==> src/design/rv_pkg.sv <==
// widths, funct field codes, phase/opcode/op enums and the decode and execute stage structs
`default_nettype none

package rv_pkg;

  // datapath and memory geometry
  localparam int XLEN           = 64;   // data and pc width
  localparam int INSN_BITS      = 32;
  localparam int REG_COUNT      = 32;
  localparam int REG_IDX_BITS   = 5;
  localparam int IMEM_ADDR_BITS = 6;    // word index into instruction memory
  localparam int DMEM_ADDR_BITS = 6;    // doubleword index into data memory

  localparam logic [XLEN-1:0] PC_STEP = 64'd4;  // one 32-bit word per instruction

  // funct3 values for the kept instructions
  localparam logic [2:0] F3_ADD_SUB = 3'b000;   // add, sub, addi, beq
  localparam logic [2:0] F3_AND     = 3'b111;
  localparam logic [2:0] F3_OR      = 3'b110;
  localparam logic [2:0] F3_DOUBLE  = 3'b011;   // ld / sd width code

  // funct7 values for r-type
  localparam logic [6:0] F7_BASE = 7'b0000000;
  localparam logic [6:0] F7_ALT  = 7'b0100000;  // sub

  // one instruction walks through these in order
  typedef enum logic [1:0] {
    PH_FETCH     = 2'd0,
    PH_DECODE    = 2'd1,
    PH_EXECUTE   = 2'd2,
    PH_WRITEBACK = 2'd3
  } phase_e;

  // major opcode field, insn[6:0]
  typedef enum logic [6:0] {
    OPC_RTYPE  = 7'b0110011,
    OPC_ITYPE  = 7'b0010011,
    OPC_LOAD   = 7'b0000011,
    OPC_STORE  = 7'b0100011,
    OPC_BRANCH = 7'b1100011
  } opcode_e;

  // decoded operation, anything unknown lands on OP_NOP
  typedef enum logic [3:0] {
    OP_ADD  = 4'd0,
    OP_SUB  = 4'd1,
    OP_AND  = 4'd2,
    OP_OR   = 4'd3,
    OP_ADDI = 4'd4,
    OP_LD   = 4'd5,
    OP_SD   = 4'd6,
    OP_BEQ  = 4'd7,
    OP_NOP  = 4'd8
  } op_e;

  // decode -> execute
  typedef struct packed {
    op_e                     op;
    logic [REG_IDX_BITS-1:0] rd;
    logic [REG_IDX_BITS-1:0] rs1;
    logic [REG_IDX_BITS-1:0] rs2;
    logic [XLEN-1:0]         imm;   // already sign extended
  } decode_t;

  // execute -> writeback
  typedef struct packed {
    logic [XLEN-1:0]         result;   // alu result, also the load/store address
    logic [REG_IDX_BITS-1:0] rd;
    logic                    is_load;  // take write data from dmem
    logic                    rf_we;    // op writes rd
  } exec_t;

endpackage

`default_nettype wire

==> src/design/writeback_stage.sv <==
// writeback_stage: register-file write data select and write enable
`timescale 1ns/1ps
`default_nettype none

module writeback_stage (
  input  rv_pkg::phase_e                        i_phase,
  input  rv_pkg::exec_t                         i_exec,
  input  wire logic [rv_pkg::XLEN-1:0]          i_dmem_rdata,   // ld data arrives in wb
  output logic [rv_pkg::REG_IDX_BITS-1:0]       o_rd,
  output logic                                  o_rf_we,
  output logic [rv_pkg::XLEN-1:0]               o_rf_wdata
);

  assign o_rd = i_exec.rd;

  // rf takes the write on the edge closing writeback
  assign o_rf_we = (i_phase == rv_pkg::PH_WRITEBACK) && i_exec.rf_we;

  // load data or alu result
  assign o_rf_wdata = i_exec.is_load ? i_dmem_rdata : i_exec.result;

endmodule

`default_nettype wire

==> config.mk <==
export PLATFORM = sky130hd
export DESIGN_NAME = writeback_stage
export DESIGN_NICKNAME = d
export VERILOG_FILES = /design/src/design/rv_pkg.sv /design/src/design/writeback_stage.sv
export SDC_FILE = /design/constraint.sdc
export NUM_CORES = 1
export LEC_CHECK = 0
export ABC_AREA = 1
export BUFFER_PORTS_ARGS = -buffer_cell sky130_fd_sc_hd__buf_2
export CELL_PAD_IN_SITES_DETAIL_PLACEMENT = 0
export CELL_PAD_IN_SITES_GLOBAL_PLACEMENT = 1
export CORE_MARGIN = 5
export CORE_UTILIZATION = 10
export DETAILED_ROUTE_END_ITERATION = 6
export PLACE_DENSITY = 0.81
export SLEW_MARGIN = 30
export SYNTH_ARGS = -nofsm -noshare
export SYNTH_HDL_FRONTEND = slang
export SYNTH_SLANG_ARGS = --single-unit
==> constraint.sdc <==
create_clock -name vclk -period 0.8
set_input_delay 0.16 -clock vclk [all_inputs]
set_output_delay 0.16 -clock vclk [all_outputs]
set_load 0.01 [all_outputs]
==> PnR_summary.wiki, run 1 <==
{| class="wikitable"
! Metric !! Value
|-
| Register share of total power || 0%
|-
| First-pass iteration count of the detailed router || 4
|-
| Ports placed on the boundary || 207
|-
| Die Span X || 104.5 microns
|-
| Count of unresolved DRC violations after routing || 0
|-
| Die Height || 104.5 microns
|-
| Final nets || 546
|-
| Clk network pwr share || 0%
|-
| Fin worst setup slack || -0.2001 ns
|-
| Core area || 0.008721 sq mm
|-
| Slew headroom || 88.50%
|-
| Setup repair after global routing missed its margin || true
|-
| Combined area of all synthesized cells || 893.4 sq um
|-
| Reported net switching power || 0.6470 mW
|-
| Top area cells in the synthesized netlist || sky130_fd_sc_hd__nand2_1 81%, sky130_fd_sc_hd__clkbuf_8 9.2%, sky130_fd_sc_hd__buf_4 5.0%
|-
| CTS Hold Buffers Added || 0
|-
| Count of antenna diodes in the layout || 0
|-
| Area enclosed by the die boundary || 0.01092 sq mm
|-
| Total wirelength of the detailed-routed design || 5.943 mm
|-
| Post-DP HPWL || 4.358 mm
|-
| Mean instance size in the synthesized netlist || 4.175 sq um
|-
| Most numerous cell types in the synthesized netlist || 193 x sky130_fd_sc_hd__nand2_1, 6 x sky130_fd_sc_hd__buf_2, 6 x sky130_fd_sc_hd__buf_4, 6 x sky130_fd_sc_hd__clkbuf_8
|-
| Cell internal power dissipation || 0.7270 mW
|-
| Antenna violations before repair || 0
|-
| Clock buffer instance count of the final layout || 0
|-
| Count of placed standard cells including taps || 505
|-
| Vias in the first global route || 1728
|-
| Number of sequential storage elements || 0
|-
| Fraction of layout instances using a drive strength above 1 || 60.20%
|-
| Switch share || 47.09%
|-
| Number of placement rows || 34
|-
| Highest achievable clock rate || 999.9 MHz
|-
| Routed wire length per instance || 11.54 microns
|-
| Multi-input gate area in the final layout || 855.8 sq um
|-
| Violated checks || negative setup slack
|-
| Period utilisation layout || 125.0%
|-
| Crit path max fanout || 5
|-
| Initial detailed-routing violation count || 82
|-
| FF/Latch Area || 0 sq um
|-
| Sequential share of the synthesized area || 0%
|-
| Maximum vdd ir drop || 0.2712 mV
|-
| Critical path class || in -> out
|-
| Number of max-cap violations || 0
|-
| LEAKAGE || 1.587 nW
|-
| Wire length of the first global-routing pass || 8.204 mm
|-
| Vias || 1954
|-
| Nets in the synthesized netlist || 351
|-
| Final std cells w/o fill || 515
|-
| Worst slack at placement || -0.2227 ns
|-
| Global-route total usage across every layer || 8.690%
|-
| Largest area contributor in the synthesized netlist || sky130_fd_sc_hd__nand2_1
|-
| Maximum number of pins on one net before global-route repair || 40
|-
| Number of unique standard cell types used by synthesis || 7
|-
| Final number of hold-violating endpoints || 0
|-
| Synthesized netlist cell count || 214
|-
| Post-synth top area share || 81.09%
|-
| Tmin final || 1.000 ns
|-
| Aggregate global routing overflow || 0
|-
| Remaining antenna violation count after routing || 0
|-
| Final-report setup violation count || 64
|-
| Required time of the critical path || 0.64 ns
|-
| Max-slew violations || 0
|-
| Via/cell ratio || 3.794
|-
| Relative contribution of combinational cells to total power || 100.0%
|-
| Buffers on Ports || 197
|-
| Final GP Congestion || 0.7655
|-
| Yosys warning count || 0
|-
| Starting density of the core || 10.24%
|-
| Crit end category || primary output
|-
| CP Launch Type || primary input
|-
| Hold WC Path Type || in -> out
|-
| Tightest Pin Transition || 0.1725 ns
|-
| Hold Crit Depth || 0
|-
| Synth-to-layout area growth || 165.0%
|-
| Status || finished with violations
|-
| Most numerous cell in the Yosys netlist || sky130_fd_sc_hd__nand2_1
|-
| Filler Cells Inserted || 962
|-
| Cell area power density || 580.4 mW/mm^2
|-
| Worst Path Arrival || 0.84 ns
|}
-- layer usage --
layer  up-vias  share of wire, %  global-route usage (%)
li1       1012                 -                       -
met1       844                36                   10.23
met2        96                55                   17.06
met3         2               8.7                   1.490
met4         0              0.32                  0.2775
met5         -                 0                       0
-- worst max-delay path: stages --
cell and delay [ns]:
sky130_fd_sc_hd__buf_12 0.11, sky130_fd_sc_hd__inv_8 0.06, sky130_fd_sc_hd__buf_12 0.13, sky130_fd_sc_hd__clkbuf_16 0.15, sky130_fd_sc_hd__nand2_1 0.05, sky130_fd_sc_hd__nand2_1 0.05
sky130_fd_sc_hd__buf_2 0.12
-- final timing paths --
check | start | endpoint | slack [ns]
setup / recovery | i_exec[1] | o_rf_wdata[34] | -0.20
hold / removal | i_exec[2] | o_rd[0] | 0.32
-- cell usage in the layout, fill, tap and decap left out --
master                        n
sky130_fd_sc_hd__buf_12       6
sky130_fd_sc_hd__buf_16       4
sky130_fd_sc_hd__buf_2      187
sky130_fd_sc_hd__buf_4        1
sky130_fd_sc_hd__buf_6       10
sky130_fd_sc_hd__clkbuf_16    3
sky130_fd_sc_hd__inv_1        1
sky130_fd_sc_hd__inv_8        1
sky130_fd_sc_hd__nand2_1    160
sky130_fd_sc_hd__nand2_2     24
sky130_fd_sc_hd__nand2_4      9
sky130_fd_sc_hd__nor2_1       1
-- power by group through the flow --
stage | Clock (mW) | Sequential [mW] | Combinational [mW]
after floorplan | 0 | 0 | 0.521
after global placement | 0 | 0 | 1.08
after detailed placement | 0 | 0 | 1.09
after CTS | 0 | 0 | 1.23
after global routing | 0 | 0 | 1.50
final | 0 | 0 | 1.37
-- per-stage QoR --
step	hold slack [ns]	util [%]	total power, mW	instance area, sq um	setup TNS [ns]
after floorplan	0.4071	-	0.5215	893.4	0
after global placement	0.3201	22.07	1.083	1924	-12.33
after detailed placement	0.3201	22.07	1.088	1924	-12.93
after CTS	0.3201	24.35	1.234	2123	-11.10
after global routing	0.3200	27.14	1.503	2367	-13.39
final	0.3200	27.14	1.374	2367	-10.76
-- final cells by class --
cell class,instances,area share (%)
inverter,2,0.6342
multi-input combinational,194,36.15
tap,108,5.708
timing repair buffer,211,57.51
-- logic make-up (layout without fill, tap and decap cells) --
logic type    count (synthesis)  in the layout  synth area share, %
simple gates                194            194                81.51
buf+inv                      20            213                18.49
-- timing repair --
| item | in CTS | in global routing |
|---|---|---|
| pin swaps | 0 | 13 |
| setup endpoints to repair | 64 | 64 |
| setup buffers | 3 | 0 |
| resized for setup | 22 | 44 |
| gates cloned | 4 | 3 |
| endpoints found under the hold margin | 0 | 0 |
Note: power is estimated with default switching activity, not from simulation.
==> inputs of run 2 (changes only) <==
--- a/config.mk
+++ b/config.mk
@@ -15,3 +15,2 @@
 export PLACE_DENSITY = 0.81
-export SLEW_MARGIN = 30
 export SYNTH_ARGS = -nofsm -noshare
==> constraint.sdc (replaced) <==
create_clock -name vclk -period 0.8
set_input_delay 0.04 -clock vclk [all_inputs]
set_output_delay 0.04 -clock vclk [all_outputs]
set_load 0.01 [all_outputs]
==> run 2 against run 1 <==
The run now ends clean. First-iteration DRC count rose by 46%. Power is 17% lower. Sequential share of layout area is the same. Final cell count fell by 1.4%. Final area shrank 15%. Core utilization shrank 4.0 points. Flip-flop and latch count stayed put. Clock-buffer cell count unchanged. Largest power group unchanged.
==> PnR_summary.wiki, run 2 (synthesis gave the netlist of run 1 again) <==
{| class="wikitable"
! Metric !! Value
|-
| Antenna violations before repair || 0 (unchanged)
|-
| Vias in the first global route || 1632 (-5.6%)
|-
| Synth-to-layout area growth || 126.3%
|-
| Worst Path Arrival || 0.72 ns (-0.12 ns)
|-
| Maximum vdd ir drop || 0.2368 mV (-13%)
|-
| DR WL met3 || 504 microns (-3.1%)
|-
| Starting density of the core || 10.24% (unchanged)
|-
| Setup repair after global routing missed its margin || false
|-
| Count of antenna diodes in the layout || 0 (unchanged)
|-
| Total wirelength of the detailed-routed design || 5.411 mm (-9.0%)
|-
| FF/Latch Area || 0 sq um (unchanged)
|-
| Die Height || 104.5 microns (unchanged)
|-
| Die Span X || 104.5 microns (unchanged)
|-
| Remaining antenna violation count after routing || 0 (unchanged)
|-
| Clock buffer instance count of the final layout || 0 (unchanged)
|-
| Crit end category || primary output
|-
| Area enclosed by the die boundary || 0.01092 sq mm (unchanged)
|-
| Tmin final || 0.7555 ns (-0.2447 ns)
|-
| Cell area power density || 564.3 mW/mm^2 (-2.8%)
|-
| Via/cell ratio || 3.793 (about the same)
|-
| Ports placed on the boundary || 207 (unchanged)
|-
| Required time of the critical path || 0.76 ns (+0.12 ns)
|-
| Hold Crit Depth || 0 (unchanged)
|-
| Highest achievable clock rate || 1324 MHz (+32%)
|-
| Max-slew violations || 0 (unchanged)
|-
| Wire length of the first global-routing pass || 7.307 mm (-11%)
|-
| Period utilisation layout || 94.43% (-31 points)
|-
| Crit path max fanout || 17 (+12)
|-
| Post-DP HPWL || 4.315 mm (-0.97%)
|-
| LEAKAGE || 1.443 nW (-9.1%)
|-
| Buffers on Ports || 197 (unchanged)
|-
| Number of max-cap violations || 0 (unchanged)
|-
| Core area || 0.008721 sq mm (unchanged)
|-
| Vias || 1927 (-1.4%)
|-
| Routed wire length per instance || 10.65 microns (-7.7%)
|-
| First-pass iteration count of the detailed router || 4 (unchanged)
|-
| Critical hold path startpoint || i_exec[6]
|-
| CP Launch Type || primary input
|-
| Status || completed
|-
| Tightest Pin Transition || 0.1692 ns (-0.003333 ns)
|-
| Maximum number of pins on one net before global-route repair || 40 (unchanged)
|-
| Metal1 wirelength || 2.011 mm (-7.0%)
|-
| Final GP Congestion || 0.7656 (about the same)
|-
| Top routing layer in use || met3
|-
| Final nets || 539 (-1.3%)
|-
| Aggregate global routing overflow || 0 (unchanged)
|-
| Final number of hold-violating endpoints || 0 (unchanged)
|-
| Met2 Wirelength || 2.894 mm (-11%)
|-
| Final Util || 23.19% (-4.0 points)
|-
| Most frequent standard cell in the layout excluding fill and tap cells || sky130_fd_sc_hd__buf_2
|-
| Fin worst setup slack || 0.04454 ns (+0.2447 ns)
|-
| Count of placed standard cells including taps || 505 (unchanged)
|-
| CTS Hold Buffers Added || 0 (unchanged)
|-
| Final std cells w/o fill || 508 (-1.4%)
|-
| Post-cts sizing count || 0 (-100%)
|-
| Worst Hold Margin || 0.08008 ns (-0.2399 ns)
|-
| Critical path class || in -> out
|-
| Global-route total usage across every layer || 7.448% (-1.2 points)
|-
| Initial detailed-routing violation count || 120 (+46%)
|-
| Buffers inserted by post-CTS timing repair || 0 (-3)
|-
| Fraction of layout instances using a drive strength above 1 || 51.25% (-8.9 points)
|-
| Slew headroom || 88.72% (+0.22 points)
|-
| Count of unresolved DRC violations after routing || 0 (unchanged)
|-
| Sum Neg Setup Slack || 0 ns (+10.76 ns)
|-
| Hold WC Path Type || in -> out
|-
| Crit. Startpoint || i_exec[1]
|-
| Number of placement rows || 34 (unchanged)
|-
| Number of sequential storage elements || 0 (unchanged)
|-
| Final-report setup violation count || 0 (-100%)
|-
| Hold worst-path end || o_rd[4]
|-
| Most frequent cells in the layout || 196 x sky130_fd_sc_hd__buf_2, 193 x sky130_fd_sc_hd__nand2_1, 3 x sky130_fd_sc_hd__clkbuf_16, 3 x sky130_fd_sc_hd__buf_12
|-
| Worst slack at placement || 0.009088 ns (+0.2318 ns)
|}
## run 2: changes by cell type in the layout (fill, tap and decap cells not counted), moves of 3 or more
cell,delta
sky130_fd_sc_hd__nand2_4,-9
sky130_fd_sc_hd__buf_12,-3
sky130_fd_sc_hd__buf_2,+9
sky130_fd_sc_hd__buf_16,-4
sky130_fd_sc_hd__nand2_2,-24
sky130_fd_sc_hd__nand2_1,+33
sky130_fd_sc_hd__buf_6,-10
## run 2: worst max-delay path: stages
cell,delay [ns]
sky130_fd_sc_hd__buf_4,0.15
sky130_fd_sc_hd__clkinv_8,0.09
sky130_fd_sc_hd__clkbuf_16,0.18
sky130_fd_sc_hd__nand2_1,0.06
sky130_fd_sc_hd__nand2_1,0.04
sky130_fd_sc_hd__buf_2,0.13
## run 2: worst max path at each step
| stage | to | slack [ns] | cells past startpoint |
|---|---|---|---|
| detailed placement | o_rf_wdata[60] | 0.009 | 5 |
| floorplan | o_rf_wdata[10] | 0.28 | 4 |
| CTS | o_rf_wdata[60] | 0.008 | 5 |
| global placement | o_rf_wdata[32] | 0.009 | 5 |
| global route | o_rf_wdata[6] | 0.001 | 6 |
| finish | o_rf_wdata[16] | 0.04 | 6 |
## run 2: cell type report
| cell class | count | area (sq um) |
|---|---|---|
| fill | 988 | 6699 |
| timing repair buffer | 204 | 1139 |
| multi-input combinational | 194 | 728.2 |
| tap | 108 | 135.1 |
| inverter | 2 | 20.02 |
## run 2: stage by stage
step	total power [mW]	area (sq um)
3_3_place_gp	1.083	1924
6_report	1.141	2022
2_1_floorplan	0.5215	893.4
4_1_cts	1.094	1924
3_5_place_dp	1.089	1924
5_1_grt	1.273	2022
## run 2: per-layer routing
layer  GRT usage (%)  up-vias
met5               0        -
met4               0        0
met3           1.366        0
met2           15.25      104
met1           8.296      828
li1                -      995
## run 2: report_power, final
group	internal [mW]	leakage [nW]	switching, mW
clock	0	0	0
combinational	0.578	1.44	0.563
sequential	0	0	0
==> inputs of run 3 (changes only) <==
- ABC_AREA: 1 -> 0
- CORE_UTILIZATION: 10 -> 15
- PLACE_DENSITY: 0.81 -> 0.79
==> run 3 against run 2 <==
Non-clock buffer count rose by 4. Fmax fell by 4.4%. Worst setup slack got worse by 0.034 ns. Hold slack barely moved. Synthesized cell count fell by 64%. First-iteration DRC count fell by 98%. Core utilization rose by 14 points. Wire length rose by 2.3%. Clock-buffer cell count did not move. Final area rose by 32%. Combinational power rose by 47%. Via count fell by 26%. Critical path type unchanged. Critical endpoint is now o_rf_wdata[55]. Largest power group unchanged.
==> PnR_summary.wiki, run 3 <==
{| class="wikitable"
! Metric !! Value
|-
| Status || completed
|-
| Vias in the first global route || 1529 (-6.3%)
|-
| Final nets || 412 (-24%)
|-
| Buffers inserted by post-CTS timing repair || 0 (unchanged)
|-
| Tightest Pin Transition || 0.08619 ns (-0.08302 ns)
|-
| Initial detailed-routing violation count || 2 (-98%)
|-
| Count of antenna diodes in the layout || 0 (unchanged)
|-
| Largest area contributor in the synthesized netlist || sky130_fd_sc_hd__mux2_4
|-
| Required time of the critical path || 0.76 ns (about the same)
|-
| Crit path max fanout || 7 (-10)
|-
| Maximum vdd ir drop || 0.2144 mV (-9.4%)
|-
| Via/cell ratio || 3.831 (+0.98%)
|-
| Count of unresolved DRC violations after routing || 0 (unchanged)
|-
| Routed wire length per instance || 14.88 microns (+40%)
|-
| Most frequent standard cell in the layout excluding fill and tap cells || sky130_fd_sc_hd__buf_2
|-
| Wire length of the first global-routing pass || 6.803 mm (-6.9%)
|-
| Number of max-cap violations || 0 (unchanged)
|-
| Max-slew violations || 0 (unchanged)
|-
| Most numerous cell types in the synthesized netlist || 60 x sky130_fd_sc_hd__mux2_4, 6 x sky130_fd_sc_hd__buf_12, 5 x sky130_fd_sc_hd__buf_4, 4 x sky130_fd_sc_hd__mux2_2
|-
| Aggregate global routing overflow || 0 (unchanged)
|-
| Sum Neg Setup Slack || 0 ns (unchanged)
|-
| Post-DP HPWL || 4.202 mm (-2.6%)
|-
| Number of placement rows || 31 (-8.8%)
|-
| Cell area power density || 629.9 mW/mm^2 (+12%)
|-
| Worst Hold Margin || 0.08000 ns (-0.00007150 ns)
|-
| Hold Crit Depth || 0 (unchanged)
|-
| Synthesized netlist cell count || 77 (-64%)
|-
| Starting density of the core || 15.46% (+5.2 points)
|-
| Highest achievable clock rate || 1266 MHz (-4.4%)
|-
| Worst Path Arrival || 0.75 ns (+0.03 ns)
|-
| Final-report setup violation count || 0 (unchanged)
|-
| Vias || 1425 (-26%)
|-
| Final GP Congestion || 0.6522 (-15%)
|-
| Global-route total usage across every layer || 9.107% (+1.7 points)
|-
| Top area cells in the synthesized netlist || sky130_fd_sc_hd__mux2_4 80%, sky130_fd_sc_hd__buf_12 11%, sky130_fd_sc_hd__mux2_2 4.0%
|-
| Buffers on Ports || 197 (unchanged)
|-
| CTS Hold Buffers Added || 0 (unchanged)
|-
| Final std cells w/o fill || 372 (-27%)
|-
| Remaining antenna violation count after routing || 0 (unchanged)
|-
| Combined area of all synthesized cells || 0.001121 sq mm (+25%)
|-
| Final number of hold-violating endpoints || 0 (unchanged)
|-
| Setup repair after global routing missed its margin || true
|-
| First-pass iteration count of the detailed router || 3 (-1)
|-
| Hold WC Path Type || in -> out
|-
| Number of sequential storage elements || 0 (unchanged)
|-
| Area enclosed by the die boundary || 0.009303 sq mm (-15%)
|-
| Number of unique standard cell types used by synthesis || 6 (-1)
|-
| Most frequent cells in the layout || 148 x sky130_fd_sc_hd__buf_2, 64 x sky130_fd_sc_hd__mux2_4, 48 x sky130_fd_sc_hd__buf_6
|-
| Post-synth top area share || 80.36% (-0.74 points)
|-
| Yosys warning count || 0 (unchanged)
|-
| Nets in the synthesized netlist || 214 (-39%)
|-
| Fraction of layout instances using a drive strength above 1 || 99.63% (+48 points)
|-
| Mean instance size in the synthesized netlist || 14.56 sq um (+250%)
|-
| Sequential share of the synthesized area || 0% (unchanged)
|-
| Count of placed standard cells including taps || 365 (-28%)
|-
| Crit end category || primary output
|-
| Total power of the final layout || 1.679 mW (+47%)
|-
| Tmin final || 0.7899 ns (+0.03439 ns)
|-
| Slew headroom || 94.25% (+5.5 points)
|-
| Maximum number of pins on one net before global-route repair || 12 (-70%)
|-
| Synth-to-layout area growth || 137.7%
|-
| Die Span X || 96.45 microns (-7.7%)
|-
| Most numerous cell in the Yosys netlist || sky130_fd_sc_hd__mux2_4
|-
| Period utilisation layout || 98.73% (+4.3 points)
|-
| FF/Latch Area || 0 sq um (unchanged)
|-
| Ports placed on the boundary || 207 (unchanged)
|-
| Antenna violations before repair || 0 (unchanged)
|-
| Clock buffer instance count of the final layout || 0 (unchanged)
|-
| Total wirelength of the detailed-routed design || 5.536 mm (+2.3%)
|-
| Die Height || 96.45 microns (-7.7%)
|-
| Critical path class || in -> out
|-
| LEAKAGE || 1.542 nW (+6.9%)
|-
| CP Launch Type || primary input
|-
| Core area || 0.007253 sq mm (-17%)
|}
run 3: report_power, final:
group / internal [mW] / total [mW] / leakage, nW / switching (mW)
registers: 0 / 0 / 0 / 0
logic: 1.12 / 1.68 / 1.54 / 0.558
clock network: 0 / 0 / 0 / 0
run 3: cell type report:
class	instances	area (sq um)
fill	715	4588
timing repair buffer	208	1574
multi-input combinational	65	967.2
tap	99	123.9
run 3: cells by family after synthesis:
kind of cell	Yosys count	share of synthesized area, %
buffers and inverters	12	15.07
muxes	64	84.37
and+or+nand+nor	1	0.5584
run 3: critical path, stage by stage:
cell and delay [ns]:
sky130_fd_sc_hd__buf_16 0.13, sky130_fd_sc_hd__buf_16 0.15, sky130_fd_sc_hd__mux2_4 0.30, sky130_fd_sc_hd__buf_6 0.12
run 3: final timing paths:
kind / slack, ns / endpoint / startpoint
min: 0.08 / o_rd[4] / i_exec[6]
max: 0.01 / o_rf_wdata[55] / i_exec[1]
run 3: what timing repair did:
action                                  4_1_cts  5_1_grt
endpoints found under the setup margin       64       26
gates cloned                                  6        1
endpoints found under the hold margin         0        0
gates resized for setup                      42       29
run 3: metrics by stage:
stage	setup WS [ns]	util [%]	cell area [sq um]
5_1_grt	-0.003869	36.74	2665
3_3_place_gp	-0.1326	29.22	2120
3_5_place_dp	-0.1323	29.22	2120
2_1_floorplan	0.08947	-	1121
4_1_cts	0.0007589	34.40	2495
6_report	0.01015	36.74	2665
run 3: per-layer routing:
metal / vias to the layer above / wire length, microns / global-route usage (%)
met5: - / 0 / 0
met1: 640 / 1674 / 8.843
met4: 0 / 0 / 0.1168
met3: 0 / 787 / 1.704
met2: 106 / 3073 / 20.23
li1: 679 / - / -
