File: src/design/rv_pkg.sv
// widths, funct field codes, phase/opcode/op enums and the decode and execute stage structs
`default_nettype none

package rv_pkg;

  // datapath and memory geometry
  localparam int XLEN           = 64;   // data and pc width
  localparam int INSN_BITS      = 32;
  localparam int REG_COUNT      = 32;
  localparam int REG_IDX_BITS   = 5;
  localparam int IMEM_ADDR_BITS = 6;    // word index into instruction memory
  localparam int DMEM_ADDR_BITS = 6;    // doubleword index into data memory

  localparam logic [XLEN-1:0] PC_STEP = 64'd4;  // one 32-bit word per instruction

  // funct3 values for the kept instructions
  localparam logic [2:0] F3_ADD_SUB = 3'b000;   // add, sub, addi, beq
  localparam logic [2:0] F3_AND     = 3'b111;
  localparam logic [2:0] F3_OR      = 3'b110;
  localparam logic [2:0] F3_DOUBLE  = 3'b011;   // ld / sd width code

  // funct7 values for r-type
  localparam logic [6:0] F7_BASE = 7'b0000000;
  localparam logic [6:0] F7_ALT  = 7'b0100000;  // sub

  // one instruction walks through these in order
  typedef enum logic [1:0] {
    PH_FETCH     = 2'd0,
    PH_DECODE    = 2'd1,
    PH_EXECUTE   = 2'd2,
    PH_WRITEBACK = 2'd3
  } phase_e;

  // major opcode field, insn[6:0]
  typedef enum logic [6:0] {
    OPC_RTYPE  = 7'b0110011,
    OPC_ITYPE  = 7'b0010011,
    OPC_LOAD   = 7'b0000011,
    OPC_STORE  = 7'b0100011,
    OPC_BRANCH = 7'b1100011
  } opcode_e;

  // decoded operation, anything unknown lands on OP_NOP
  typedef enum logic [3:0] {
    OP_ADD  = 4'd0,
    OP_SUB  = 4'd1,
    OP_AND  = 4'd2,
    OP_OR   = 4'd3,
    OP_ADDI = 4'd4,
    OP_LD   = 4'd5,
    OP_SD   = 4'd6,
    OP_BEQ  = 4'd7,
    OP_NOP  = 4'd8
  } op_e;

  // decode -> execute
  typedef struct packed {
    op_e                     op;
    logic [REG_IDX_BITS-1:0] rd;
    logic [REG_IDX_BITS-1:0] rs1;
    logic [REG_IDX_BITS-1:0] rs2;
    logic [XLEN-1:0]         imm;   // already sign extended
  } decode_t;

  // execute -> writeback
  typedef struct packed {
    logic [XLEN-1:0]         result;   // alu result, also the load/store address
    logic [REG_IDX_BITS-1:0] rd;
    logic                    is_load;  // take write data from dmem
    logic                    rf_we;    // op writes rd
  } exec_t;

endpackage

`default_nettype wire

File: src/design/decode_stage.sv
// decode_stage: instruction register, opcode/funct classification and immediate generation
`timescale 1ns/1ps
`default_nettype none

module decode_stage (
  input  wire logic                          clk,
  input  wire logic                          reset,
  input  rv_pkg::phase_e                     i_phase,
  input  wire logic [rv_pkg::INSN_BITS-1:0]  i_imem_rdata,
  output rv_pkg::decode_t                    o_dec
);

  localparam int EXT = rv_pkg::XLEN - 12;  // sign extension for 12-bit fields

  logic [rv_pkg::INSN_BITS-1:0] ir;        // instruction register
  logic [2:0]                   funct3;
  logic [6:0]                   funct7;
  logic [rv_pkg::XLEN-1:0]      imm_i;
  logic [rv_pkg::XLEN-1:0]      imm_s;
  logic [rv_pkg::XLEN-1:0]      imm_b;

  // imem data shows up during decode, grab it on the closing edge
  always_ff @(posedge clk or negedge reset)
  begin
    if (!reset)
    begin
      ir <= '0;  // opcode 0 decodes as nop
    end
    else if (i_phase == rv_pkg::PH_DECODE)
    begin
      ir <= i_imem_rdata;
    end
  end

  assign funct3 = ir[14:12];
  assign funct7 = ir[31:25];

  // i, s and b immediates
  assign imm_i = {{EXT{ir[31]}}, ir[31:20]};
  assign imm_s = {{EXT{ir[31]}}, ir[31:25], ir[11:7]};
  assign imm_b = {{(EXT-1){ir[31]}}, ir[31], ir[7], ir[30:25], ir[11:8], 1'b0};  // byte offset

  always_comb
  begin
    o_dec     = '0;
    o_dec.op  = rv_pkg::OP_NOP;
    o_dec.rd  = ir[11:7];   // meaningless for s/b, rf_we stays low there
    o_dec.rs1 = ir[19:15];
    o_dec.rs2 = ir[24:20];
    case (ir[6:0])
      rv_pkg::OPC_RTYPE:
      begin
        if (funct3 == rv_pkg::F3_ADD_SUB && funct7 == rv_pkg::F7_BASE)
          o_dec.op = rv_pkg::OP_ADD;
        else if (funct3 == rv_pkg::F3_ADD_SUB && funct7 == rv_pkg::F7_ALT)
          o_dec.op = rv_pkg::OP_SUB;
        else if (funct3 == rv_pkg::F3_AND && funct7 == rv_pkg::F7_BASE)
          o_dec.op = rv_pkg::OP_AND;
        else if (funct3 == rv_pkg::F3_OR && funct7 == rv_pkg::F7_BASE)
          o_dec.op = rv_pkg::OP_OR;
      end
      rv_pkg::OPC_ITYPE:
      begin
        o_dec.imm = imm_i;
        if (funct3 == rv_pkg::F3_ADD_SUB)
          o_dec.op = rv_pkg::OP_ADDI;
      end
      rv_pkg::OPC_LOAD:
      begin
        o_dec.imm = imm_i;
        if (funct3 == rv_pkg::F3_DOUBLE)
          o_dec.op = rv_pkg::OP_LD;
      end
      rv_pkg::OPC_STORE:
      begin
        o_dec.imm = imm_s;
        if (funct3 == rv_pkg::F3_DOUBLE)
          o_dec.op = rv_pkg::OP_SD;
      end
      rv_pkg::OPC_BRANCH:
      begin
        o_dec.imm = imm_b;
        if (funct3 == rv_pkg::F3_ADD_SUB)
          o_dec.op = rv_pkg::OP_BEQ;  // other branch kinds fall to nop
      end
      default:
      begin
        o_dec.op = rv_pkg::OP_NOP;  // unknown opcode, pc just steps
      end
    endcase
  end

endmodule

`default_nettype wire

File: config.mk
export PLATFORM = sky130hd
export DESIGN_NAME = decode_stage
export DESIGN_NICKNAME = d
export VERILOG_FILES = /design/src/design/rv_pkg.sv /design/src/design/decode_stage.sv
export SDC_FILE = /design/constraint.sdc
export NUM_CORES = 1
export LEC_CHECK = 0
export BUFFER_PORTS_ARGS = -buffer_cell sky130_fd_sc_hd__buf_4
export CORE_MARGIN = 1.5
export CORE_UTILIZATION = 30
export CTS_CLUSTER_DIAMETER = 100
export CTS_CLUSTER_SIZE = 28
export DETAILED_ROUTE_END_ITERATION = 6
export PLACE_DENSITY = 0.64
export SYNTH_ARGS = -nofsm -noshare
export SYNTH_HDL_FRONTEND = slang
export SYNTH_SLANG_ARGS = --single-unit
File: constraint.sdc
create_clock -name clk -period 7.95 [get_ports clk]
set_clock_uncertainty 0.2 [all_clocks]
set_input_delay 0.795 -clock clk [delete_from_list [all_inputs] [get_ports clk]]
set_output_delay 0.795 -clock clk [all_outputs]
set_load 0.01 [all_outputs]
==> summary.md, run 1 <==
| Metric | Value |
|---|---|
| Global-route wire length before repair | 6396 um |
| Slew headroom | 64.54% |
| Peak VDD IR | 0.1260 mV |
| Syn Inst Count | 202 |
| Antenna-violating nets left | 0 |
| Hold buffer count at cts | 0 |
| Number of global-route vias before repair | 1326 |
| Max Cap Viol | 0 |
| Core region area | 6719 um2 |
| P&R area growth vs syn | 26.96% |
| Worst-path fanout max | 52 |
| Via count | 1510 |
| Nets | 289 |
| Leading cell types in the layout, fill and taps excluded | 120 x buf_4, 32 x dfrtp_1, 30 x mux2_2 |
| Wire length on met2 | 2091 um |
| Top routing layer in use | met4 |
| Final period utilization | 44.18% |
| Worst-Margin Slew | 0.5287 ns |
| Synth Register Bits | 32 |
| Tot Pwr | 0.4622 mW |
| Die width | 86.06 um |
| Drt pass-1 iters | 4 |
| Critical path startpoint category | flop |
| Largest net degree at the start of global routing | 53 |
| Req. time, crit path | 6.95 ns |
| Max FFs per register | 32 |
| Crit end category | output pin |
| GRT overflow | 0 |
| M1 WL | 1702 um |
| DRT Wirelength | 4308 um |
| IO Count | 119 |
| Setup violators final | 0 |
| Buffers on Ports | 118 |
| Routability congestion estimate | 0.7004 |
| Mean routed wirelength per cell | 12.94 um |
| Clock Pin Slew Worst Setup and Hold Paths | 0.06 ns |
| Clock buffer depth | 2 |
| Final worst slack | 4.438 ns |
| Fillers | 695 |
| Commonest non-fill, non-tap cell in the layout | buf_4 |
| Setup TNS | 0 ns |
| Mapped cell area | 2069 um2 |
| 1st-iter DRT viols | 52 |
| Root buf cell | clkbuf_8 |
| Worst Hold Class | in -> async |
| Placed cell count | 326 |
| Slowest Stage Delay on Critical Path | 0.61 ns |
| Critical path's top delay family | simple AND/OR/NAND/NOR gates |
| Fin. max-slew vios | 0 |
| Row count | 30 |
| TritonCTS sink count | 32 |
| Status | finished, final reports clean |
| RSZ-0062 raised after global routing | false |
| Total global-route track usage | 10.93% |
| Post-DP Area | 2531 um2 |
| Ant diodes | 0 |
| Lkg Pwr | 1.272 nW |
| Arrival time worst endpoint | 2.52 ns |
| Achievable Freq | 284.7 MHz |
| Synth Warn # | 0 |
| CP max stage cell | a211oi_1 |
| Starting density of the core | 30.80% |
| CTS H-tree depth | 2 |
| CP dominant cell by count | buf_4 |
| Synthesized net count | 238 |
| Initial antenna violation count | 0 |
| Layout cells sized above 1 | 63.64% |
| Vias per std cell | 4.535 |
| Worst path cell trace | nor2_1 > nand3_1 > a211oi_1 > and2_1 > buf_4 > buf_4 |
| Post-DP HPWL | 3258 um |
| Worst skew pair latency | 0.27 ns |
| Met3 wire len | 482 um |
| Area of the die | 7405 um2 |
| Post-Layout Inst Area | 2628 um2 |
| Final Non-Filler Cells | 333 |
| Setup Crit Path Kind | reg -> out |
| Cell variety after synth | 26 |
| Mean Syn Cell Area | 10.24 um2 |
| Final hold violations | 0 |
| Die height | 86.06 um |
| Pre-CTS setup slack | 4.693 ns |
| Seq/Total Area, Yosys | 38.69% |
| Final min period | 3.512 ns |
| DR DRC count | 0 |
| Bufs and invs on worst path | 2 |
| CTS tree | done |
| Total CTS buffers | 5 |
| Setup bufs post-CTS | 0 |
| Biggest registers after layout | ir: 32 flops |
| Largest Register | ir |
| Post-CTS Resized | 0 |
| Power density over cell area | 175.9 nW/um2 |
## final timing paths
kind	slack (ns)	end	cells past startpoint	from
setup reg to reg	6.83	ir[5]	1	ir[5]
hold / removal	0.26	ir[10]	1	reset
min in group clk	0.31	ir[15]	1	ir[15]
hold reg to reg	0.31	ir[15]	1	ir[15]
setup / recovery	4.44	o_dec[13]	6	ir[3]
max in group asynchronous	7.00	ir[26]	1	reset
## cell families after synthesis
family                 count (synthesis)  share of synthesized area (%)
AOI/OAI and AO/OA                     20                          6.106
muxes                                 32                          17.41
and+or+nand+nor                       42                          11.61
buffers and inverters                 76                          26.18
DFF                                   32                          38.69
## where the power goes
part	total [mW]	internal (mW)	leakage [nW]	switching [mW]
Clock	0.132	0.0770	0.0503	0.0547
Combinational	0.116	0.0681	0.846	0.0479
Sequential	0.215	0.187	0.376	0.0275
Total	0.462	0.332	1.27	0.130
## cell type report
class / instances / area, um2 / share of cell area, %
Multi-Input combinational cell: 94 / 729.5 / 27.76
Tap cell: 80 / 100.1 / 3.810
Clock buffer: 7 / 96.34 / 3.667
Sequential cell: 32 / 800.8 / 30.48
Timing Repair Buffer: 120 / 900.9 / 34.29
## synthesized netlist by cell type
| cell type | n | area share [%] |
|---|---|---|
| o21ai_0 | 3 | 0.73 |
| buf_2 | 7 | 1.7 |
| nor2b_1 | 4 | 1.2 |
| nor3b_1 | 2 | 0.73 |
| o211ai_1 | 2 | 0.73 |
| o21bai_1 | 1 | 0.36 |
| nand3_1 | 5 | 1.2 |
| nand4_1 | 1 | 0.30 |
| dfrtp_1 | 32 | 39 |
| a22oi_1 | 4 | 1.5 |
| a21oi_2 | 1 | 0.42 |
| and2_1 | 6 | 1.8 |
| nand2b_1 | 1 | 0.30 |
| a211oi_1 | 2 | 0.73 |
| and2_2 | 1 | 0.36 |
| nor3_1 | 4 | 0.97 |
| a21oi_1 | 7 | 1.7 |
| and3b_1 | 2 | 0.85 |
| mux2_1 | 2 | 1.1 |
| nor4_4 | 1 | 1.0 |
| nor2_1 | 12 | 2.2 |
| buf_4 | 66 | 24 |
| nand2_1 | 2 | 0.36 |
| mux2_2 | 30 | 16 |
| clkbuf_1 | 3 | 0.54 |
| or3_1 | 1 | 0.30 |
## through the flow
| step | hold slack, ns | utilization, % |
|---|---|---|
| after global placement | 0.2913 | 37.67 |
| final | 0.2551 | 39.11 |
| after floorplan | 0.2803 | - |
| after CTS | 0.2639 | 39.11 |
| after detailed placement | 0.3017 | 37.67 |
| after global routing | 0.2765 | 39.11 |
## routing by layer
| layer | track usage [%] | vias up |
|---|---|---|
| met5 | 0 | - |
| met4 | 3.519 | 0 |
| met3 | 3.272 | 4 |
| met2 | 19.04 | 94 |
| met1 | 12.86 | 695 |
| li1 | - | 717 |
Note: power is estimated with default switching activity, not from simulation.
==> run 2, diff against run 1 <==
clock period = 3.5 ns   (was 7.95 ns; I/O delays follow)
==> run 2 against run 1 <==
  * First-iteration DRC count down 40%
  * Combinational power up 130%
  * Largest cell class unchanged
  * Cell area up 0.38%
  * Utilization up 0.15 points
  * Global-route usage up 0.41 points
  * Die area unchanged
  * Largest power group unchanged
  * Critical path depth unchanged
  * Flip-flop and latch count unchanged
  * Highest routed layer unchanged
==> summary.md, run 2 (synthesis gave the netlist of run 1 again) <==
| Metric | Value |
|---|---|
| Setup bufs post-CTS | 0 (unchanged) |
| Setup TNS | 0 ns (unchanged) |
| Largest Register | ir |
| RR Startpoint | ir[5] |
| Setup violators final | 0 (unchanged) |
| WHS Path Cells | 2 |
| Status | finished, final reports clean |
| Buffers on Ports | 118 (unchanged) |
| Logic pwr share | 25.1% (about the same) |
| Initial antenna violation count | 0 (unchanged) |
| DR DRC count | 0 (unchanged) |
| Post-CTS Resized | 0 (unchanged) |
| TritonCTS sink count | 32 (unchanged) |
| Arrival time worst endpoint | 2.61 ns (+0.09 ns) |
| Antenna-violating nets left | 0 (unchanged) |
| Sw Share | 28.45% (+0.30 points) |
| Clock Pin Slew Worst Setup and Hold Paths | 0.07 ns (about the same) |
| Critical path startpoint category | flop |
| Power density over cell area | 400.1 nW/um2 (+130%) |
| Slew headroom | 46.78% (-18 points) |
| Clock network fraction of total power | 28.9% (+0.4 points) |
| Layout cells sized above 1 | 63.39% (-0.25 points) |
| CTS tree | done |
| Die width | 86.06 um (unchanged) |
| Worst-Margin Slew | 0.7947 ns (+0.2660 ns) |
| NetSw | 0.3002 mW (+130%) |
| Clock buffer depth | 2 (unchanged) |
| P&R area growth vs syn | 27.45% |
| Core region area | 6719 um2 (unchanged) |
| Via count | 1532 (+1.5%) |
| Worst skew pair latency | 0.28 ns (about the same) |
| Lkg Pwr | 1.276 nW (+0.33%) |
| Vias per std cell | 4.587 (+1.2%) |
| Peak VDD IR | 0.3064 mV (+140%) |
| Final min period | 3.161 ns |
| Final Non-Filler Cells | 334 (+0.30%) |
| Total global-route track usage | 11.34% (+0.41 points) |
| Placed cell count | 326 (unchanged) |
| R2R Setup Slk | 2.39 ns (-4.44 ns) |
| P_int | 0.7551 mW (+130%) |
| Final period utilization | 90.32% |
| Worst-path fanout max | 52 (unchanged) |
| Row count | 30 (unchanged) |
| Final hold violations | 0 (unchanged) |
| Post-DP HPWL | 3324 um (+2.0%) |
| Tot Pwr | 1.055 mW (+130%) |
| Commonest non-fill, non-tap cell in the layout | buf_4 |
| Reg2reg path depth | 1 (unchanged) |
| Ant diodes | 0 (unchanged) |
| Req. time, crit path | 2.95 ns (-4.00 ns) |
| Total CTS buffers | 5 (unchanged) |
| Leading cell types in the layout, fill and taps excluded | 120 x buf_4, 32 x dfrtp_1, 30 x mux2_2 |
| Area of the die | 7405 um2 (unchanged) |
| Starting density of the core | 30.80% (unchanged) |
| Mean routed wirelength per cell | 13.05 um (+0.88%) |
| Reg-to-reg endpoint | ir[5] |
| DRT Wirelength | 4359 um (+1.2%) |
| Seq pwr share | 46.0% (-0.4 points) |
| Fin. max-slew vios | 0 (unchanged) |
| Nets | 290 (+0.35%) |
| Hold buffer count at cts | 1 (+1) |
| GRT overflow | 0 (unchanged) |
| Largest net degree at the start of global routing | 53 (unchanged) |
| Max Cap Viol | 0 (unchanged) |
| Global-route wire length before repair | 6541 um (+2.3%) |
| Min-delay src | i_imem_rdata[13] |
| Root buf cell | clkbuf_8 |
| Drt pass-1 iters | 4 (unchanged) |
| Setup Crit Path Kind | reg -> out |
| Hold endpoint | ir[13] |
| Worst Hold Class | in -> reg |
| Biggest registers after layout | ir: 32 flops |
| Die height | 86.06 um (unchanged) |
| Routability congestion estimate | 0.7294 (+4.1%) |
| Number of global-route vias before repair | 1322 (-0.30%) |
| RSZ-0062 raised after global routing | false |
| Achievable Freq | 316.3 MHz |
| Max FFs per register | 32 (unchanged) |
| CTS H-tree depth | 2 (unchanged) |
| IO Count | 119 (unchanged) |
| Crit end category | output pin |
| 1st-iter DRT viols | 31 (-40%) |
[run 2: through the flow]
stage          utilization (%)  hold WS (ns)  instance area [um2]  worst slack, ns
4_1_cts                  39.26       0.07777                 2638           0.2850
3_3_place_gp             37.67        0.1126                 2531           0.7301
2_1_floorplan                -       -0.1456                 2069           0.6792
5_1_grt                  39.26       0.07223                 2638          0.05139
6_report                 39.26       0.07985                 2638           0.3387
3_5_place_dp             37.67        0.1173                 2531           0.6106
[run 2: power by group through the flow]
stage / registers (mW) / logic [mW] / clock network, mW
floorplan: 0.461 / 0.223 / 0
detailed placement: 0.495 / 0.268 / 0
global placement: 0.492 / 0.262 / 0
finish: 0.485 / 0.265 / 0.305
global route: 0.498 / 0.287 / 0.330
CTS: 0.487 / 0.269 / 0.313
[run 2: cell type report]
class / count / area [um2]
Timing Repair Buffer: 121 / 910.9
Sequential cell: 32 / 800.8
Multi-Input combinational cell: 94 / 729.5
Fill cell: 686 / 4081
Tap cell: 80 / 100.1
Clock buffer: 7 / 96.34
[run 2: routing by layer]
metal / vias up / routed length, um / global-route usage (%)
met3: 5 / 490 / 3.657
met4: 0 / 59 / 4.399
li1: 716 / - / -
met5: - / 0 / 0
met2: 94 / 2072 / 18.97
met1: 717 / 1736 / 13.54
[run 2: worst max-delay path by stage]
stage,startpoint,to,slack [ns],cells after the start
finish,ir[3],o_dec[13],0.34,6
global route,ir[3],o_dec[26],0.05,6
CTS,ir[3],o_dec[26],0.29,6
detailed placement,ir[3],o_dec[26],0.61,6
global placement,ir[3],o_dec[56],0.73,6
floorplan,ir[5],o_dec[13],0.68,4
[run 2: worst max-delay path: stages, from the launching register on]
cell	delay (ns)
dfrtp_1	0.38
nor2_1	0.11
nand3_1	0.35
a211oi_1	0.67
and2_1	0.23
buf_4	0.38
buf_4	0.20
==> run 3, diff against run 2 <==
--- a/config.mk
+++ b/config.mk
@@ -7,4 +7,5 @@
 export LEC_CHECK = 0
 export BUFFER_PORTS_ARGS = -buffer_cell sky130_fd_sc_hd__buf_4
+export CORE_ASPECT_RATIO = 0.6
 export CORE_MARGIN = 1.5
 export CORE_UTILIZATION = 30
==> constraint.sdc (replaced) <==
create_clock -name clk -period 3.5 [get_ports clk]
set_clock_uncertainty 0.2 [all_clocks]
set_input_delay 0.35 -clock clk [delete_from_list [all_inputs] [get_ports clk]]
set_output_delay 0.35 -clock clk [all_outputs]
set_load 0.05 [all_outputs]
==> run 3 against run 2 <==
  * Largest power group is now the clock network
  * Register-to-register slack barely moved
  * Final cell count rose by 2.4%
  * First-iteration DRC count grew to 2.8 times the previous value
  * Clock-buffer cell count did not move
  * Worst setup slack better by 0.15 ns
  * Via count down 1.7%
  * Utilization up 1.7 points
==> summary.md, run 3 (synthesis gave the netlist of run 1 again) <==
| Metric | Value |
|---|---|
| Status | finished, final reports clean |
| Fin. max-slew vios | 0 (unchanged) |
| Die height | 67.34 um (-22%) |
| Slowest Stage Delay on Critical Path | 0.54 ns (-0.13 ns) |
| R2R Setup Slk | 2.39 ns (about the same) |
| Achievable Freq | 332.6 MHz (+5.1%) |
| Ant diodes | 0 (unchanged) |
| Setup TNS | 0 ns (unchanged) |
| Worst-Margin Slew | 0.9111 ns (+0.1164 ns) |
| Arrival time worst endpoint | 2.46 ns (-0.15 ns) |
| Area of the die | 7422 um2 (+0.22%) |
| Req. time, crit path | 2.95 ns (about the same) |
| Core region area | 6676 um2 (-0.63%) |
| Nets | 290 (unchanged) |
| Starting density of the core | 31.00% (+0.20 points) |
| Setup Crit Path Kind | reg -> out |
| Initial antenna violation count | 0 (unchanged) |
| Vias per std cell | 4.404 (-4.0%) |
| Max FFs per register | 32 (unchanged) |
| Biggest registers after layout | ir: 32 flops |
| Setup violators final | 0 (unchanged) |
| Total CTS buffers | 5 (unchanged) |
| Via count | 1506 (-1.7%) |
| Largest Register | ir |
| Peak VDD IR | 0.2176 mV (-29%) |
| RR Startpoint | ir[5] |
| RSZ-0062 raised after global routing | false |
| Total global-route track usage | 12.31% (+0.97 points) |
| P&R area growth vs syn | 32.29% |
| Global-route wire length before repair | 6831 um (+4.4%) |
| CTS tree | done |
| Drt pass-1 iters | 5 (+1) |
| Reg-to-reg endpoint | ir[5] |
| Mean routed wirelength per cell | 13.27 um (+1.7%) |
| Post-DP HPWL | 3402 um (+2.3%) |
| Root buf cell | clkbuf_16 |
| Slew headroom | 39.13% (-7.7 points) |
| Final min period | 3.007 ns (-0.1546 ns) |
| Worst-path fanout max | 52 (unchanged) |
| Post-CTS Resized | 0 (unchanged) |
| Routability congestion estimate | 0.7383 (+1.2%) |
| CTS H-tree depth | 2 (unchanged) |
| Buffers on Ports | 118 (unchanged) |
| IO Count | 119 (unchanged) |
| DRT Wirelength | 4540 um (+4.2%) |
| GRT overflow | 0 (unchanged) |
| Lkg Pwr | 1.319 nW (+3.4%) |
| TritonCTS sink count | 32 (unchanged) |
| CP max stage cell | a211oi_1 |
| Crit end category | output pin |
| Clock buffer depth | 2 (unchanged) |
| Row count | 23 (-23%) |
| Worst Hold Class | in -> reg |
| Critical path startpoint category | flop |
| Final hold violations | 0 (unchanged) |
| Power density over cell area | 527.5 nW/um2 (+32%) |
| Reg2reg path depth | 1 (unchanged) |
| Worst setup path end | o_dec[40] |
| 1st-iter DRT viols | 87 (+180%) |
| Final period utilization | 85.91% (-4.4 points) |
| Number of global-route vias before repair | 1318 (-0.30%) |
| Layout cells sized above 1 | 63.53% (+0.14 points) |
| DR DRC count | 0 (unchanged) |
| Largest net degree at the start of global routing | 53 (unchanged) |
| Worst skew pair latency | 0.28 ns (about the same) |
| Max Cap Viol | 0 (unchanged) |
| Die width | 110.2 um (+28%) |
| Critical Path Start | ir[3] |
| Commonest non-fill, non-tap cell in the layout | buf_4 |
| Clock Pin Slew Worst Setup and Hold Paths | 0.05 ns (-0.02 ns) |
| WHS | 0.08804 ns (+0.008191 ns) |
| Leading cell types in the layout, fill and taps excluded | 120 x buf_4, 32 x dfrtp_1, 30 x mux2_2 |
| CP dominant cell by count | buf_4 |
| Worst path cell trace | nor2_1 > nand3_1 > buf_4 > a211oi_1 > and2_1 > buf_4 > buf_4 |
| Antenna-violating nets left | 0 (unchanged) |
## run 3: per-stage QoR
step	instances	utilization [%]	worst slack [ns]	total power [mW]	cell area (um2)
after CTS	342	41.00	0.4304	1.459	2738
after global routing	342	41.00	0.1743	1.510	2738
after detailed placement	333	38.12	0.7309	0.9240	2545
after floorplan	202	-	0.2989	0.8443	2069
final	342	41.00	0.4933	1.444	2738
after global placement	333	38.12	0.9243	0.9154	2545
## run 3: worst min-delay path by stage
stage	depth (start not counted)	from	end	slack (ns)
3_3_place_gp	1	reset	ir[22]	0.11
5_1_grt	2	i_imem_rdata[12]	ir[12]	0.09
4_1_cts	2	i_imem_rdata[12]	ir[12]	0.09
6_report	2	i_imem_rdata[12]	ir[12]	0.09
2_1_floorplan	0	reset	ir[0]	-0.15
3_5_place_dp	1	reset	ir[22]	0.12
## run 3: layer usage
layer	vias to the layer above	wire length [um]	track usage, %
met5	-	0	0
met4	0	46	4.808
met3	5	522	5.598
met2	78	1946	17.86
met1	702	2023	15.99
li1	721	-	-
## run 3: area by class of cell
cell class                 count  area (um2)
sequential                    32       800.8
tap                           87       108.9
fill                         665        3939
clock buffer                   7       152.6
timing repair buffer         121       910.9
clock inverter                 1       30.03
multi-input combinational     94       734.5
## run 3: what timing repair did
action | CTS | global route
hold buffers | 1 | 0
setup buffers | 0 | 0
endpoints found under the hold margin | 32 | 0
## run 3: critical path, delay by kind of cell (launching register included)
| kind | cells | cell delay, ns |
|---|---|---|
| DFF | 1 | 0.38 |
| AOI/OAI and AO/OA | 1 | 0.54 |
| buffers and inverters | 3 | 0.84 |
| and+or+nand+nor | 3 | 0.39 |
## run 3: power by group
part | internal (mW) | switching (mW) | total [mW]
combinational | 0.160 | 0.267 | 0.428
sequential | 0.425 | 0.0622 | 0.488
clock | 0.374 | 0.155 | 0.529
